<file path="src/common/cp0_config.svh">
`ifndef CP0_CONFIG_SVH
`define CP0_CONFIG_SVH

`define CP0_DATA_W 32                     // Data and address width

// Register numbers, select 0 only
`define CP0_REG_BADVADDR 5'd8
`define CP0_REG_COUNT    5'd9
`define CP0_REG_COMPARE  5'd11
`define CP0_REG_STATUS   5'd12
`define CP0_REG_CAUSE    5'd13
`define CP0_REG_EPC      5'd14
`define CP0_REG_PRID     5'd15

`define CP0_VEC_BASE_BOOT   32'hBFC0_0200 // Used while BEV is set
`define CP0_VEC_BASE_NORMAL 32'h8000_0000
`define CP0_VEC_OFS_GENERAL 32'h0000_0180
`define CP0_VEC_OFS_SPECIAL 32'h0000_0200 // Interrupts with Cause IV set

`define CP0_PRID_VALUE 32'h0000_0001      // Revision 1

`define CP0_ST_CU0    28                  // Status fields
`define CP0_ST_BEV    22
`define CP0_ST_IM_HI  15
`define CP0_ST_IM_LO  8
`define CP0_ST_KSU_HI 4
`define CP0_ST_KSU_LO 3
`define CP0_ST_EXL    1
`define CP0_ST_IE     0
`define CP0_KSU_USER  2'b10

`define CP0_CA_BD     31                  // Cause fields
`define CP0_CA_IV     23
`define CP0_CA_IP_HI  15
`define CP0_CA_IP_LO  8
`define CP0_CA_EXC_HI 6
`define CP0_CA_EXC_LO 2

`endif

</file>
<file path="src/common/cp0_pkg.sv">
`include "cp0_config.svh"

package cp0_pkg;

    typedef enum logic [4:0] {
        EXC_INT  = 5'd0,                   // Interrupt
        EXC_ADEL = 5'd4,                   // Address error on load or fetch
        EXC_ADES = 5'd5,                   // Address error on store
        EXC_IBE  = 5'd6,                   // Instruction bus error
        EXC_DBE  = 5'd7,                   // Data bus error
        EXC_SYS  = 5'd8,
        EXC_BP   = 5'd9,
        EXC_RI   = 5'd10,                  // Reserved instruction
        EXC_CPU  = 5'd11,                  // Coprocessor unusable
        EXC_OV   = 5'd12,
        EXC_TR   = 5'd13
    } exc_code_t;

    // Stage index into stall, flush and event stage
    localparam logic [1:0] STAGE_IF  = 2'd0;
    localparam logic [1:0] STAGE_ID  = 2'd1;
    localparam logic [1:0] STAGE_EX  = 2'd2;
    localparam logic [1:0] STAGE_MEM = 2'd3;

    typedef struct packed {
        logic [`CP0_DATA_W-1:0] pc;        // Restart PC of the stage
        logic                   is_bds;    // Branch delay slot
        logic                   source;    // May still raise an exception
    } stage_info_t;

    typedef struct packed {
        logic address_if;
        logic ibus_error;
        logic syscall;
        logic breakpoint;
        logic reserved;
        logic overflow;
        logic address_l_mem;
        logic address_s_mem;
        logic dbus_error;
        logic trap;
    } exc_flags_t;

    typedef struct packed {
        logic                   mfc0;
        logic                   mtc0;
        logic                   eret;
        logic [4:0]             reg_addr;
        logic [2:0]             sel;
        logic [`CP0_DATA_W-1:0] wdata;     // mtc0 data
    } cp0_access_t;

    typedef struct packed {
        logic [3:0] stall;                 // Index 0 IF up to 3 MEM
        logic [3:0] flush;
    } pipe_ctrl_t;

    typedef struct packed {
        logic                   take;      // Exception accepted this cycle
        logic [1:0]             stage;
        exc_code_t              code;
        logic [`CP0_DATA_W-1:0] pc;
        logic                   is_bds;
        logic [`CP0_DATA_W-1:0] bad_addr;
        logic                   bad_addr_valid;
        logic                   is_interrupt;
    } exc_event_t;

endpackage

</file>
<file path="src/design/cp0_hazard.sv">
`timescale 1ns/1ps
`include "cp0_config.svh"

module cp0_hazard (
    input  cp0_pkg::cp0_access_t   access,
    input  logic                   id_stall,
    input  cp0_pkg::exc_flags_t    exc,
    input  cp0_pkg::stage_info_t   if_info,
    input  cp0_pkg::stage_info_t   id_info,
    input  cp0_pkg::stage_info_t   ex_info,
    input  cp0_pkg::stage_info_t   mem_info,
    input  logic [`CP0_DATA_W-1:0] bad_address_if,
    input  logic [`CP0_DATA_W-1:0] bad_address_mem,
    input  logic                   id_is_flushed,
    input  logic                   kernel_mode,
    input  logic                   cu0,
    input  logic                   exl,
    input  logic                   irq_pending,
    output cp0_pkg::pipe_ctrl_t    ctrl,
    output cp0_pkg::exc_event_t    exc_event,
    output logic                   write_ok,
    output logic                   exception_ready
);
    logic       cp_unusable;               // CP0 op in user mode without CU0
    logic       irq_take;                  // Interrupt accepted at ID
    logic       eret_go;
    logic [3:0] exc_stage;                 // Raw exception per stage
    logic [3:0] mask;                      // Older stage may still fault
    logic [3:0] older;                     // Older stage faults now
    logic [3:0] ready;

    assign cp_unusable = (access.mfc0 | access.mtc0 | access.eret) & ~(cu0 | kernel_mode);
    assign irq_take    = irq_pending & ~exl & ~id_is_flushed;
    assign eret_go     = access.eret & ~id_stall;

    assign exc_stage[3] = exc.address_l_mem | exc.address_s_mem | exc.dbus_error | exc.trap;
    assign exc_stage[2] = exc.overflow;
    assign exc_stage[1] = exc.syscall | exc.breakpoint | exc.reserved | cp_unusable | irq_take;
    assign exc_stage[0] = exc.address_if | exc.ibus_error;

    assign mask[3] = 1'b0;                 // MEM is the oldest stage
    assign mask[2] = mem_info.source;
    assign mask[1] = mem_info.source | ex_info.source;
    assign mask[0] = mask[1] | id_info.source | irq_take; // Interrupt aborts the fetch

    assign older = {1'b0, exc_stage[3], |exc_stage[3:2], |exc_stage[3:1]};

    assign ready = exc_stage & ~mask & ~older; // Oldest unmasked fault only
    assign exception_ready = |ready;

    // Hold a masked fault until the older stages drain
    assign ctrl.stall[3] = exc_stage[3] & mask[3];
    assign ctrl.stall[2] = exc_stage[2] & mask[2] & ~older[2];
    assign ctrl.stall[1] = (exc_stage[1] | access.eret | access.mtc0) & mask[1] & ~older[1];
    assign ctrl.stall[0] = exc_stage[0] & mask[0] & ~older[0];

    // A held fault keeps its own stage alive
    assign ctrl.flush[3:1] = (exc_stage[3:1] & ~mask[3:1]) | older[3:1];
    assign ctrl.flush[0]   = (exc_stage[0] & ~mask[0]) | older[0] | eret_go; // Nothing after eret runs

    assign write_ok = access.mtc0 & ~id_stall & (cu0 | kernel_mode) & ~(|exc_stage);

    // Event of the ready stage, codes in priority order within the stage
    always_comb begin
        exc_event      = '0;
        exc_event.take = |ready;
        if (ready[3]) begin
            exc_event.stage          = cp0_pkg::STAGE_MEM;
            exc_event.pc             = mem_info.pc;
            exc_event.is_bds         = mem_info.is_bds;
            exc_event.bad_addr       = bad_address_mem;
            exc_event.bad_addr_valid = exc.address_l_mem | exc.address_s_mem;
            if (exc.address_l_mem)      exc_event.code = cp0_pkg::EXC_ADEL;
            else if (exc.address_s_mem) exc_event.code = cp0_pkg::EXC_ADES;
            else if (exc.dbus_error)    exc_event.code = cp0_pkg::EXC_DBE;
            else                        exc_event.code = cp0_pkg::EXC_TR;
        end else if (ready[2]) begin
            exc_event.stage  = cp0_pkg::STAGE_EX;
            exc_event.pc     = ex_info.pc;
            exc_event.is_bds = ex_info.is_bds;
            exc_event.code   = cp0_pkg::EXC_OV;
        end else if (ready[1]) begin
            exc_event.stage  = cp0_pkg::STAGE_ID;
            exc_event.pc     = id_info.pc;
            exc_event.is_bds = id_info.is_bds;
            if (exc.syscall)         exc_event.code = cp0_pkg::EXC_SYS;
            else if (exc.breakpoint) exc_event.code = cp0_pkg::EXC_BP;
            else if (exc.reserved)   exc_event.code = cp0_pkg::EXC_RI;
            else if (cp_unusable)    exc_event.code = cp0_pkg::EXC_CPU;
            else begin
                exc_event.code         = cp0_pkg::EXC_INT; // Interrupts come last
                exc_event.is_interrupt = 1'b1;
            end
        end else if (ready[0]) begin
            exc_event.stage          = cp0_pkg::STAGE_IF;
            exc_event.pc             = if_info.pc;
            exc_event.is_bds         = if_info.is_bds;
            exc_event.bad_addr       = bad_address_if;
            exc_event.bad_addr_valid = exc.address_if;
            exc_event.code = exc.address_if ? cp0_pkg::EXC_ADEL : cp0_pkg::EXC_IBE;
        end
    end

    always_comb begin
        a_one_ready: assert final ($onehot0(ready))
            else $error("cp0_hazard: more than one stage ready %b", ready);
    end

endmodule

</file>
<file path="src/design/cp0_timer.sv">
`timescale 1ns/1ps
`include "cp0_config.svh"

module cp0_timer (
    input  logic                   clk,
    input  logic                   rst,
    input  cp0_pkg::cp0_access_t   access,
    input  logic                   count_write,   // mtc0 to Count
    input  logic                   timer_clear,   // mtc0 to Compare
    input  logic                   im7,
    output logic [`CP0_DATA_W-1:0] count_value,
    output logic [`CP0_DATA_W-1:0] compare_value,
    output logic                   timer_irq
);
    logic match;

    assign match = (count_value == compare_value) & im7;

    always_ff @(posedge clk) begin
        if (rst) begin
            count_value   <= '0;
            compare_value <= '0;
            timer_irq     <= 1'b0;
        end else begin
            count_value <= count_write ? access.wdata : count_value + 1'b1; // Free running
            if (timer_clear) begin
                compare_value <= access.wdata;
                timer_irq     <= 1'b0;                // Compare write acks the interrupt
            end else if (match) begin
                timer_irq <= 1'b1;                    // Sticky until acked
            end
        end
    end

    a_clear_wins: assert property (@(posedge clk) disable iff (rst) timer_clear |=> !timer_irq)
        else $error("cp0_timer: timer_irq set right after Compare write");

endmodule

</file>
<file path="src/design/cp0_regs.sv">
`timescale 1ns/1ps
`include "cp0_config.svh"

module cp0_regs (
    input  logic                   clk,
    input  logic                   rst,
    input  cp0_pkg::cp0_access_t   access,
    input  logic                   id_stall,
    input  logic [4:0]             interrupts,
    input  cp0_pkg::exc_event_t    exc_event,
    input  logic                   write_ok,
    input  logic                   timer_irq,
    input  logic [`CP0_DATA_W-1:0] count_value,
    input  logic [`CP0_DATA_W-1:0] compare_value,
    output logic [`CP0_DATA_W-1:0] rdata,
    output logic                   kernel_mode,
    output logic                   cu0,
    output logic                   exl,
    output logic                   irq_pending,
    output logic                   count_write,
    output logic                   timer_clear,
    output logic                   im7,
    output logic                   exception_pc_select,
    output logic [`CP0_DATA_W-1:0] pc_exception
);
    logic                   bev;
    logic [7:0]             im;
    logic [1:0]             ksu;
    logic                   ie;
    logic                   bd;
    logic                   iv;
    logic [4:0]             ip_hw;         // External lines, one cycle late
    logic [1:0]             ip_sw;         // Software interrupts
    cp0_pkg::exc_code_t     exc_code;
    logic [`CP0_DATA_W-1:0] epc;
    logic [`CP0_DATA_W-1:0] badvaddr;
    logic [7:0]             ip;
    logic [`CP0_DATA_W-1:0] status_word;
    logic [`CP0_DATA_W-1:0] cause_word;
    logic [`CP0_DATA_W-1:0] vec_base;
    logic                   wr_sel0;
    logic                   wr_status;
    logic                   wr_cause;
    logic                   wr_epc;
    logic                   eret_go;

    assign ip          = {timer_irq, ip_hw, ip_sw};
    assign kernel_mode = (ksu != `CP0_KSU_USER) | exl; // EXL forces kernel
    assign irq_pending = ie & |(ip & im);
    assign im7         = im[7];
    assign eret_go     = access.eret & ~id_stall;

    assign wr_sel0     = write_ok & (access.sel == 3'd0);
    assign wr_status   = wr_sel0 & (access.reg_addr == `CP0_REG_STATUS);
    assign wr_cause    = wr_sel0 & (access.reg_addr == `CP0_REG_CAUSE);
    assign wr_epc      = wr_sel0 & (access.reg_addr == `CP0_REG_EPC);
    assign count_write = wr_sel0 & (access.reg_addr == `CP0_REG_COUNT);
    assign timer_clear = wr_sel0 & (access.reg_addr == `CP0_REG_COMPARE);

    always_ff @(posedge clk) begin
        if (rst) begin
            cu0      <= 1'b0;
            bev      <= 1'b1;                  // Boot vectors out of reset
            im       <= '0;
            ksu      <= 2'b00;                 // Kernel
            exl      <= 1'b0;
            ie       <= 1'b0;
            bd       <= 1'b0;
            iv       <= 1'b0;
            ip_hw    <= '0;
            ip_sw    <= '0;
            exc_code <= cp0_pkg::EXC_INT;
        end else begin
            ip_hw <= interrupts;
            if (exc_event.take) begin
                exl      <= 1'b1;
                exc_code <= exc_event.code;
                if (!exl) bd <= exc_event.is_bds; // Nested fault keeps first BD
            end else begin
                if (wr_status) begin
                    cu0 <= access.wdata[`CP0_ST_CU0];
                    bev <= access.wdata[`CP0_ST_BEV];
                    im  <= access.wdata[`CP0_ST_IM_HI:`CP0_ST_IM_LO];
                    ksu <= access.wdata[`CP0_ST_KSU_HI:`CP0_ST_KSU_LO];
                    exl <= access.wdata[`CP0_ST_EXL];
                    ie  <= access.wdata[`CP0_ST_IE];
                end else if (eret_go) begin
                    exl <= 1'b0;               // Back to previous level
                end
                if (wr_cause) begin
                    iv    <= access.wdata[`CP0_CA_IV];
                    ip_sw <= access.wdata[`CP0_CA_IP_LO+1:`CP0_CA_IP_LO];
                end
            end
        end
    end

    always_ff @(posedge clk) begin
        if (exc_event.take) begin
            if (!exl) epc <= exc_event.pc;
            if (exc_event.bad_addr_valid) badvaddr <= exc_event.bad_addr;
        end else if (wr_epc) begin
            epc <= access.wdata;
        end
    end

    always_comb begin
        status_word                                 = '0;
        status_word[`CP0_ST_CU0]                    = cu0;
        status_word[`CP0_ST_BEV]                    = bev;
        status_word[`CP0_ST_IM_HI:`CP0_ST_IM_LO]    = im;
        status_word[`CP0_ST_KSU_HI:`CP0_ST_KSU_LO]  = ksu;
        status_word[`CP0_ST_EXL]                    = exl;
        status_word[`CP0_ST_IE]                     = ie;
        cause_word                                  = '0;
        cause_word[`CP0_CA_BD]                      = bd;
        cause_word[`CP0_CA_IV]                      = iv;
        cause_word[`CP0_CA_IP_HI:`CP0_CA_IP_LO]     = ip;
        cause_word[`CP0_CA_EXC_HI:`CP0_CA_EXC_LO]   = exc_code;
    end

    // Read mux, zero when unusable or unmapped
    always_comb begin
        rdata = '0;
        if (access.mfc0 && (cu0 || kernel_mode) && access.sel == 3'd0) begin
            case (access.reg_addr)
                `CP0_REG_BADVADDR: rdata = badvaddr;
                `CP0_REG_COUNT:    rdata = count_value;
                `CP0_REG_COMPARE:  rdata = compare_value;
                `CP0_REG_STATUS:   rdata = status_word;
                `CP0_REG_CAUSE:    rdata = cause_word;
                `CP0_REG_EPC:      rdata = epc;
                `CP0_REG_PRID:     rdata = `CP0_PRID_VALUE;
                default:           rdata = '0;
            endcase
        end
    end

    assign vec_base = bev ? `CP0_VEC_BASE_BOOT : `CP0_VEC_BASE_NORMAL;

    always_comb begin
        if (eret_go)
            pc_exception = epc;
        else if (exc_event.is_interrupt && iv)
            pc_exception = vec_base + `CP0_VEC_OFS_SPECIAL; // Dedicated interrupt entry
        else
            pc_exception = vec_base + `CP0_VEC_OFS_GENERAL;
    end

    assign exception_pc_select = rst | eret_go | exc_event.take;

    a_no_write_on_take: assert property (@(posedge clk) disable iff (rst)
        exc_event.take |-> !write_ok)
        else $error("cp0_regs: exception capture together with mtc0");

endmodule

</file>
<file path="src/design/cp0_top.sv">
`timescale 1ns/1ps
`include "cp0_config.svh"

module cp0_top (
    input  logic                   clk,
    input  logic                   rst,
    input  cp0_pkg::cp0_access_t   access,         // CP0 op at ID
    input  logic                   id_stall,
    input  cp0_pkg::exc_flags_t    exc,
    input  cp0_pkg::stage_info_t   if_info,
    input  cp0_pkg::stage_info_t   id_info,
    input  cp0_pkg::stage_info_t   ex_info,
    input  cp0_pkg::stage_info_t   mem_info,
    input  logic [`CP0_DATA_W-1:0] bad_address_if,
    input  logic [`CP0_DATA_W-1:0] bad_address_mem,
    input  logic [4:0]             interrupts,     // External lines
    input  logic                   id_is_flushed,
    output logic [`CP0_DATA_W-1:0] rdata,
    output logic                   kernel_mode,
    output cp0_pkg::pipe_ctrl_t    ctrl,
    output logic                   exception_ready,
    output logic                   exception_pc_select,
    output logic [`CP0_DATA_W-1:0] pc_exception
);
    logic                   cu0;
    logic                   exl;
    logic                   irq_pending;
    cp0_pkg::exc_event_t    exc_event;
    logic                   write_ok;
    logic                   timer_irq;
    logic                   timer_clear;
    logic                   count_write;
    logic                   im7;
    logic [`CP0_DATA_W-1:0] count_value;
    logic [`CP0_DATA_W-1:0] compare_value;

    cp0_hazard u_hazard (
        .access          (access),
        .id_stall        (id_stall),
        .exc             (exc),
        .if_info         (if_info),
        .id_info         (id_info),
        .ex_info         (ex_info),
        .mem_info        (mem_info),
        .bad_address_if  (bad_address_if),
        .bad_address_mem (bad_address_mem),
        .id_is_flushed   (id_is_flushed),
        .kernel_mode     (kernel_mode),
        .cu0             (cu0),
        .exl             (exl),
        .irq_pending     (irq_pending),
        .ctrl            (ctrl),
        .exc_event       (exc_event),
        .write_ok        (write_ok),
        .exception_ready (exception_ready)
    );

    cp0_regs u_regs (
        .clk                 (clk),
        .rst                 (rst),
        .access              (access),
        .id_stall            (id_stall),
        .interrupts          (interrupts),
        .exc_event           (exc_event),
        .write_ok            (write_ok),
        .timer_irq           (timer_irq),
        .count_value         (count_value),
        .compare_value       (compare_value),
        .rdata               (rdata),
        .kernel_mode         (kernel_mode),
        .cu0                 (cu0),
        .exl                 (exl),
        .irq_pending         (irq_pending),
        .count_write         (count_write),
        .timer_clear         (timer_clear),
        .im7                 (im7),
        .exception_pc_select (exception_pc_select),
        .pc_exception        (pc_exception)
    );

    cp0_timer u_timer (
        .clk           (clk),
        .rst           (rst),
        .access        (access),
        .count_write   (count_write),
        .timer_clear   (timer_clear),
        .im7           (im7),
        .count_value   (count_value),
        .compare_value (compare_value),
        .timer_irq     (timer_irq)
    );

endmodule

</file>
<file path="config.mk">
export PLATFORM = sky130hd
export DESIGN_NAME = cp0_top
export DESIGN_NICKNAME = d
export VERILOG_FILES = /design/src/common/cp0_pkg.sv /design/src/design/cp0_hazard.sv /design/src/design/cp0_timer.sv /design/src/design/cp0_regs.sv /design/src/design/cp0_top.sv
export VERILOG_INCLUDE_DIRS = /design/src /design/src/common
export SDC_FILE = /design/constraint.sdc
export NUM_CORES = 1
export LEC_CHECK = 0
export ABC_AREA = 1
export BUFFER_PORTS_ARGS = -buffer_cell sky130_fd_sc_hd__buf_2
export CAP_MARGIN = 5
export CORE_MARGIN = 10
export CORE_UTILIZATION = 30
export CTS_CLUSTER_DIAMETER = 30
export DETAILED_ROUTE_END_ITERATION = 7
export GPL_TIMING_DRIVEN = 0
export SYNTH_ARGS = -nofsm -noshare
export SYNTH_HDL_FRONTEND = slang
export SYNTH_SLANG_ARGS = --single-unit
</file>
<file path="constraint.sdc">
create_clock -name clk -period 10.1 [get_ports clk]
set_input_delay 0 -clock clk [delete_from_list [all_inputs] [get_ports clk]]
set_output_delay 0 -clock clk [all_outputs]
set_load 0.01 [all_outputs]
</file>
==> reports/results.ini, run 1 <==
[floorplanning]
die_w_um=198
coreArea_sq_mm=0.0314
die_height_um=198
ios=337
initial_core_util_pct=30.2
fp.dieArea_sq_mm=0.0392
fp-row-count=65

[critical_path]
cp.arrival_ns=3.85
worstPathMaxFanout=10
cp_max_delay_cell=dlygate4sd3_1
critical_path.max_stage_delay_ns=0.59
reg2reg_setup_slack_ns=6.57
required_ns=10.42
critical_path.cell_chain=inv_1, nand3_2, nor2_2, nor2_2, nand3_1, nor2_1, buf_4, buf_4, nand2_1, nand2_1, a21oi_1, dlygate4sd3_1, nand3_1, dlygate4sd3_1
critPathKind=flip-flop to flip-flop
setup.worst_path.end_class=flip-flop
timing.critical_path.from_type=flip-flop

[sta]
timing.final.crit_share_pct=34.9
max_slew.worst_pin.slew_ns=0.806
period_needed_ns=3.53
report.final.slew_viol_count=0
finalHoldViolCount=0
max_slew_margin_pct=46.3
timing.clock.skew_ns=0.0211
max_clock_freq_ghz=0.283
timing.setup.tns_ns=0
grt_setup_unrepaired=false
final_critical_path_setup_slack_ns=6.57
finalSetupViolations=0

[min_path]
timing.hold.worst.class=primary input to flip-flop

[detailed_routing]
detailroute.via_count=12100
routed_wire_length_per_instance_um=23.4
viasPerCell=5.24
drt_drc_violations_left=0
drt_wl_total_um=53800
drt_first_pass_iters=6
ant_nets=0
drt_first_iter_violations=1416

[power_and_ir_drop]
power.ir.vdd_worst_mv=0.115
sequentialPowerShare_pct=43.3
clock_power_share_pct=42.4
p_int_mw=1.19
leakage_nw=6.23
p_sw_share_pct=27.5
pwr-share-comb_pct=14.2
p_switching_uw=450
power_density_mw_per_mm2=115

[yosys]
synth_cells=1349
synth-simple-area-share_pct=28.8
synth.cells.most_frequent=nand2_1, nor2_1, inv_1, a21oi_1, dfxtp_1
synth_area_leaders=edfxtp_1, dfxtp_1, nand2_1
synth_top_family_by_area=simple AND/OR/NAND/NOR gates
postSynthAreaPerCell_sq_um=7.04
synth_adder_area_share_pct=0.264
synth.yosys.seq_area_share_pct=39.7
synth.cell_area_sq_mm=0.00949
fraction_of_registers_with_async_set_or_reset_after_synthesis_pct=0
synth_flop_cell=dfxtp_1
synth-compound-area-share_pct=19.4
synth.ff_latch_count=156
synth_enable_flop_cells=64
post_synthesis_share_of_cell_area_spent_on_xor_and_xnor_gates_pct=2.95
synth_mux_area_share_pct=0
synth_cell_type_count=47
synth_most_common_cell=nand2_1
yosys_warnings=0
synth_top_cell_area_share_pct=20.2
synth_nets=1613
synth_area_leader_cell=edfxtp_1

[placed_design]
dp.cells=2086
dpl_worst_slack_ns=7.29
dpl.hpwl_um=42800
globalplace.congestion=0.989
placement.io_buffers=333

[clock_tree]
cts_resized=0
tritoncts_buffers=17
cts-root-to-sink-buffers=2
cts_max_level=4
path_clk_slew_ns=0.08
clockRootBuffer=clkbuf_16
clk_lat_worst_skew_ns=0.45
cts.sink_count=156
post_cts.repair.setup_buffers=0
tritoncts_clock_tree=yes

[final_layout]
postLayoutCoreUtil_pct=45.2
nFillCells=3165
multi_input_comb_area_sq_mm=0.00491
layout-area-overhead-vs-synth_pct=49.5
register_area_sq_mm=0.00376
final_cell_count_no_fill=2302
layout-drive-gt1-share_pct=22.2
numnets_final=2150

[global_route]
grt_max_degree=27
grt_first_pass_wirelength_um=77600
antenna_found_initial=2
grt_pass1_vias=12100
globalRouteTotalUtil_pct=26.7
grt_remaining_overflow=0

[outcome]
outcome=complete, no violations

[job]
max_cap_violations=0

==> cell usage in the layout (no fill, tap or decap), types with 8 or more instances in the layout <==
| cell type | netlist | final |
|---|---|---|
| xor2_1 | 30 | 30 |
| nor2_1 | 172 | 172 |
| a221oi_1 | 18 | 18 |
| buf_2 | 14 | 347 |
| o21ai_0 | 80 | 79 |
| nand2_1 | 364 | 364 |
| clkbuf_16 | 0 | 19 |
| nor3_1 | 20 | 20 |
| nand4_1 | 8 | 8 |
| edfxtp_1 | 64 | 64 |
| dfxtp_1 | 92 | 92 |
| inv_1 | 129 | 129 |
| a22o_1 | 32 | 32 |
| clkbuf_1 | 38 | 39 |
| dlygate4sd3_1 | 0 | 183 |
| o22ai_1 | 34 | 34 |
| a21oi_1 | 121 | 120 |
| nand3_1 | 59 | 59 |
==> logic make-up (layout without fill, tap and decap cells) <==
| logic type | count (synthesis) | in the layout |
|---|---|---|
| AO/OA/AOI/OAI | 307 | 307 |
| other | 1 | 2 |
| adder cells (fa/ha/maj) | 2 | 2 |
| flip-flops | 156 | 156 |
| XOR/XNOR | 32 | 32 |
| buffers and inverters | 203 | 753 |
| AND/OR/NAND/NOR | 648 | 648 |
==> what timing repair did <==
item / 4_1_cts / 5_1_grt
hold buffers: 183 / 0
setup endpoints to repair: 0 / 0
endpoints found under the hold margin: 136 / 0
==> metal layers <==
| metal | vias up | GRT usage [%] | wire, um |
|---|---|---|---|
| met5 | - | 0 | 0 |
| met4 | 0 | 9.14 | 1640 |
| met1 | 5683 | 32.2 | 21200 |
| met3 | 103 | 5.42 | 4580 |
| li1 | 5578 | - | - |
| met2 | 696 | 46.3 | 26300 |
==> registers in the layout, summed over array words and instances (netlist names), 4 cells and up <==
name                   cells
u_timer.compare_value     32
u_timer.count_value       32
u_regs.ip_hw               5
u_regs.exc_code            4
u_regs.im                  8
u_regs.badvaddr           32
u_regs.epc                32
==> worst max-delay path, delay by kind of cell (launching register included) <==
| kind | cells | cell delay, ns |
|---|---|---|
| and+or+nand+nor | 8 | 1.21 |
| DFF | 1 | 0.43 |
| AOI/OAI and AO/OA | 1 | 0.04 |
| buffers and inverters | 5 | 1.71 |
==> metrics by stage <==
step                power (mW)  area [sq um]  hold slack [ns]
floorplan                0.776          9490            0.107
global placement         0.888         11700            0.209
detailed placement       0.892         11700            0.209
CTS                       1.63         14200          0.00683
global route              1.68         14200           0.0326
finish                    1.64         14200           0.0328
==> cell type report <==
type	count	share of cell area (%)
clock buffers	20	3.38
flip-flops and latches	156	26.5
repair buffers	518	25.0
multi-input cells	990	34.6
well taps	402	3.54
clock inverters	12	0.961
diodes	1	0.0176
inverters	137	3.64
plain buffers	66	2.25
==> path summary, 6_finish.rpt <==
check	startpoint	end	cells after the start
max	u_regs.cu0	u_regs.epc[17]	14
min	access[24]	u_timer.count_value[24]	3
max reg2reg	u_regs.cu0	u_regs.epc[17]	14
min reg2reg	u_regs.exc_code[3]	u_regs.exc_code[3]	2
==> power by group through the flow <==
stage / clock, mW / combinational (mW) / sequential, mW
after floorplan: 0 / 0.0656 / 0.711
final: 0.695 / 0.233 / 0.709
after CTS: 0.697 / 0.227 / 0.708
after detailed placement: 0 / 0.170 / 0.722
after global routing: 0.721 / 0.249 / 0.710
after global placement: 0 / 0.165 / 0.723
(Power assumes the default switching activity.)
==> inputs of run 2 (changes only) <==
- clock period: 10.1 -> 3.1 ns (I/O delays scaled with it)
==> reports/results.ini, run 2 (synthesis results as in run 1) <==
[critical_path]
cp.arrival_ns=3.26
timing.critical_path.from_type=flip-flop
worst_setup_path_startpoint=u_regs.cu0
worstPathMaxFanout=10
setup.worst_path.end_class=flip-flop
critPathKind=flip-flop to flip-flop
r2r-start=u_regs.cu0
required_ns=3.29

[floorplanning]
initial_core_util_pct=30.2
fp.dieArea_sq_mm=0.0392
ios=337
fp-row-count=65
die_w_um=198
coreArea_sq_mm=0.0314
die_height_um=198

[sta]
finalHoldViolCount=0
timing.setup.tns_ns=0
finalHoldWorstSlack_ns=0.00736
timing.clock.skew_ns=0.0139
timing.final.crit_share_pct=99.0
grt_setup_unrepaired=false
max_slew_margin_pct=43.7
max_slew.worst_pin.slew_ns=0.844
report.final.slew_viol_count=0
max_clock_freq_ghz=0.326
final_critical_path_setup_slack_ns=0.0302
period_needed_ns=3.07
finalSetupViolations=0

[clock_tree]
cts-root-to-sink-buffers=2
tritoncts_buffers=17
post_cts.repair.setup_buffers=0
path_clk_slew_ns=0.07
cts_max_level=4
clockRootBuffer=clkbuf_16
clk_lat_worst_skew_ns=0.44
cts.sink_count=156
tritoncts_clock_tree=yes

[min_path]
hold_path_startpoint=access[5]
timing.hold.worst.class=primary input to flip-flop

[detailed_routing]
viasPerCell=5.26
ant_nets=0
drt_drc_violations_left=0
drt_first_pass_iters=5
routed_wire_length_per_instance_um=23.5
detailroute.via_count=12100
drt_first_iter_violations=1126
drt_wl_total_um=54000

[global_route]
globalRouteTotalUtil_pct=26.8
grt_max_degree=32
grt_remaining_overflow=0
grt_pass1_vias=12100
antenna_found_initial=0
grt_first_pass_wirelength_um=77800

[final_layout]
layout-drive-gt1-share_pct=22.2
layout.cells.most_common_list=nand2_1, buf_2, dlygate4sd3_1
final_cell_count_no_fill=2300
antenna-diode-count=0
design_area_sq_mm=0.0142
layout-area-overhead-vs-synth_pct=49.1
numnets_final=2150
postLayoutCoreUtil_pct=45.1
layout_commonest_cell=nand2_1

[placed_design]
postPlaceCellArea_sq_mm=0.0117
placement.io_buffers=333
globalplace.congestion=0.994
dpl_worst_slack_ns=0.385
dpl.hpwl_um=43100
dp.cells=2086

[outcome]
outcome=complete, no violations

[power_and_ir_drop]
post_route_total_power_mw=5.29
power.ir.vdd_worst_mv=0.323
leakage_nw=6.20
power_density_mw_per_mm2=373

[job]
max_cap_violations=0

==> run 2: area by class of cell <==
cell class | instances | area, sq um
multi-input cells | 990 | 4920
clock buffers | 17 | 425
repair buffers | 518 | 3540
clock inverters | 14 | 173
fillers | 3198 | 17200
well taps | 402 | 503
flip-flops and latches | 156 | 3760
inverters | 137 | 517
plain buffers | 66 | 319
==> run 2: worst max-delay path, stage by stage (launching register included) <==
cell	delay (ns)
dfxtp_1	0.44
inv_1	0.08
nand3_2	0.16
nor2_2	0.08
nor2_2	0.25
nand2_4	0.13
nand3_4	0.14
inv_2	0.14
buf_2	0.26
nand2_1	0.12
nand2_1	0.05
a21oi_1	0.29
nand3_1	0.11
dlygate4sd3_1	0.56
==> run 2: power by group <==
part           internal (mW)  switching (mW)
clock                   1.22            1.01
combinational          0.376           0.374
sequential              2.24          0.0663
total                   3.84            1.45
==> run 2: per-layer routing <==
layer  part of all wire (%)  track usage, %  routed length, um
met5                      0               0                  0
met4                    3.8            10.6               2040
met3                    9.2            6.35               4980
met2                     48            45.6              26100
met1                     39            31.9              20900
==> run 2: worst paths after layout <==
kind                               to  slack [ns]  depth (start not counted)
max                    u_regs.epc[30]        0.03                         13
min          u_timer.compare_value[5]       0.007                          3
max reg2reg            u_regs.epc[30]        0.03                         13
min reg2reg        u_regs.exc_code[0]        0.48                          2
==> run 2: what timing repair did <==
action,4_1_cts,5_1_grt
resized for setup,0,1
hold endpoints to repair,138,0
hold buffers,183,0
endpoints found under the setup margin,0,7
==> inputs of run 3 (changes only) <==
- clock period: 3.1 -> 3.8 ns (I/O delays scaled with it)
==> reports/results.ini, run 3 (synthesis results as in run 1) <==
[outcome]
outcome=complete, no violations

[global_route]
grt_remaining_overflow=0
globalRouteTotalUtil_pct=27.0
grt_max_degree=30
grt_pass1_vias=12300
antenna_found_initial=2
grt_first_pass_wirelength_um=78600

[detailed_routing]
ant_nets=0
viasPerCell=5.29
drt_drc_violations_left=0
detailroute.via_count=12200
routed_wire_length_per_instance_um=23.5
drt_first_pass_iters=6
drt_wl_total_um=54100
drt_first_iter_violations=1400

[critical_path]
reg2reg_setup_slack_ns=0.23
r2r_end=u_regs.epc[18]
reg2reg_depth=14
worst_setup_path_startpoint=u_regs.cu0
critical_path.cell_chain=inv_1, nand3_2, nor2_2, nor2_2, nand3_1, nor2_1, buf_4, buf_4, nand2_1, nand2_1, a21oi_1, dlygate4sd3_1, nand3_1, dlygate4sd3_1
setup.worst_path.end_class=flip-flop
critical_path.max_stage_delay_ns=0.59
worst-path-buf-inv=5
r2r-start=u_regs.cu0
cp_top_family=buffers and inverters
worstPathMaxFanout=10
timing.critical_path.from_type=flip-flop
critPathKind=flip-flop to flip-flop
cp_max_delay_cell=dlygate4sd3_1
required_ns=4.11
cp.arrival_ns=3.88

[floorplanning]
ios=337
fp.dieArea_sq_mm=0.0392
die_w_um=198
initial_core_util_pct=30.2
coreArea_sq_mm=0.0314
fp-row-count=65
die_height_um=198

[clock_tree]
cts_max_level=4
clockRootBuffer=clkbuf_16
path_clk_slew_ns=0.08
cts_resized=0
post_cts.repair.setup_buffers=0
clk_lat_worst_skew_ns=0.44
cts.sink_count=156
tritoncts_buffers=17
cts-root-to-sink-buffers=2
tritoncts_clock_tree=yes

[power_and_ir_drop]
power.ir.vdd_worst_mv=0.302
power_density_mw_per_mm2=299
leakage_nw=6.22

[final_layout]
layout.cells.most_common_list=nand2_1, buf_2, dlygate4sd3_1
layout_commonest_cell=nand2_1
antenna-diode-count=0
final_cell_count_no_fill=2303
layout-drive-gt1-share_pct=22.2
design_area_sq_mm=0.0142
numnets_final=2152
layout-area-overhead-vs-synth_pct=49.2

[sta]
final_critical_path_setup_slack_ns=0.225
period_needed_ns=3.57
report.final.slew_viol_count=0
max_slew.worst_pin.slew_ns=0.819
timing.final.crit_share_pct=94.1
finalHoldViolCount=0
finalSetupViolations=0
grt_setup_unrepaired=false
max_slew_margin_pct=45.4
timing.clock.skew_ns=0.0144
max_clock_freq_ghz=0.280

[min_path]
min_to=u_regs.exc_code[1]
timing.hold.worst.class=primary input to flip-flop
worstHoldPathCells=6
hold_path_startpoint=exc[2]

[placed_design]
postPlaceCellArea_sq_mm=0.0117
placement.io_buffers=333
dpl.hpwl_um=43100
dp.cells=2086
globalplace.congestion=1.00
dpl_worst_slack_ns=1.02

[job]
max_cap_violations=0

[run 3: cell types whose count changed in the layout (fill, tap and decap cells not counted), sizes merged]
cell,delta
clkinvlp,-1
clkinv,+3
bufinv,-2
dlygate4sd3,+2
inv,+1
[run 3: per-stage QoR]
stage          util [%]  setup TNS (ns)  hold slack, ns  power [mW]
6_report           45.1               0          0.0253        4.23
5_1_grt            45.1               0          0.0430        4.36
4_1_cts            45.1               0          0.0119        4.22
3_5_place_dp       37.4               0           0.211        2.37
3_3_place_gp       37.1          -39.28           0.212        2.36
2_1_floorplan         -               0           0.107        2.06
[run 3: worst max-delay path by stage]
stage                     endpoint  cells after the start  slack, ns
6_report            u_regs.epc[18]                     14       0.23
3_3_place_gp   u_regs.badvaddr[16]                      9      -0.82
3_5_place_dp   u_regs.badvaddr[19]                     10       1.02
5_1_grt             u_regs.epc[18]                     14       0.11
4_1_cts             u_regs.epc[19]                     14       0.34
2_1_floorplan   u_regs.badvaddr[0]                      9       0.47
[run 3: area by class of cell]
class                   instances  area, sq um
fillers                      3219        17200
multi-input cells             990         4910
flip-flops and latches        156         3760
repair buffers                520         3570
inverters                     137          517
well taps                     402          503
clock buffers                  17          425
plain buffers                  66          319
clock inverters                15          151
[run 3: report_power, final]
group	switching, mW	internal, mW
logic	0.308	0.313
registers	0.0545	1.83
clock network	0.847	0.878
[run 3: tightest hold or removal path: cells and delay by family]
kind                   cells  cell delay, ns
AOI/OAI and AO/OA          1            0.05
buffers and inverters      2            0.17
and+or+nand+nor            3            0.20
[run 3: what timing repair did]
| item | in CTS | in global routing |
|---|---|---|
| hold endpoints to repair | 137 | 0 |
| hold buffers | 185 | 0 |
| endpoints found under the setup margin | 0 | 0 |
[run 3: per-layer routing]
layer	share of wire (%)	track usage, %	up-vias	wire length [um]
met1	39	32.4	5748	21200
met5	0.048	0	-	26
met3	8.8	5.47	113	4790
met4	3.9	11.3	4	2120
li1	-	-	5591	-
met2	48	45.9	717	26000
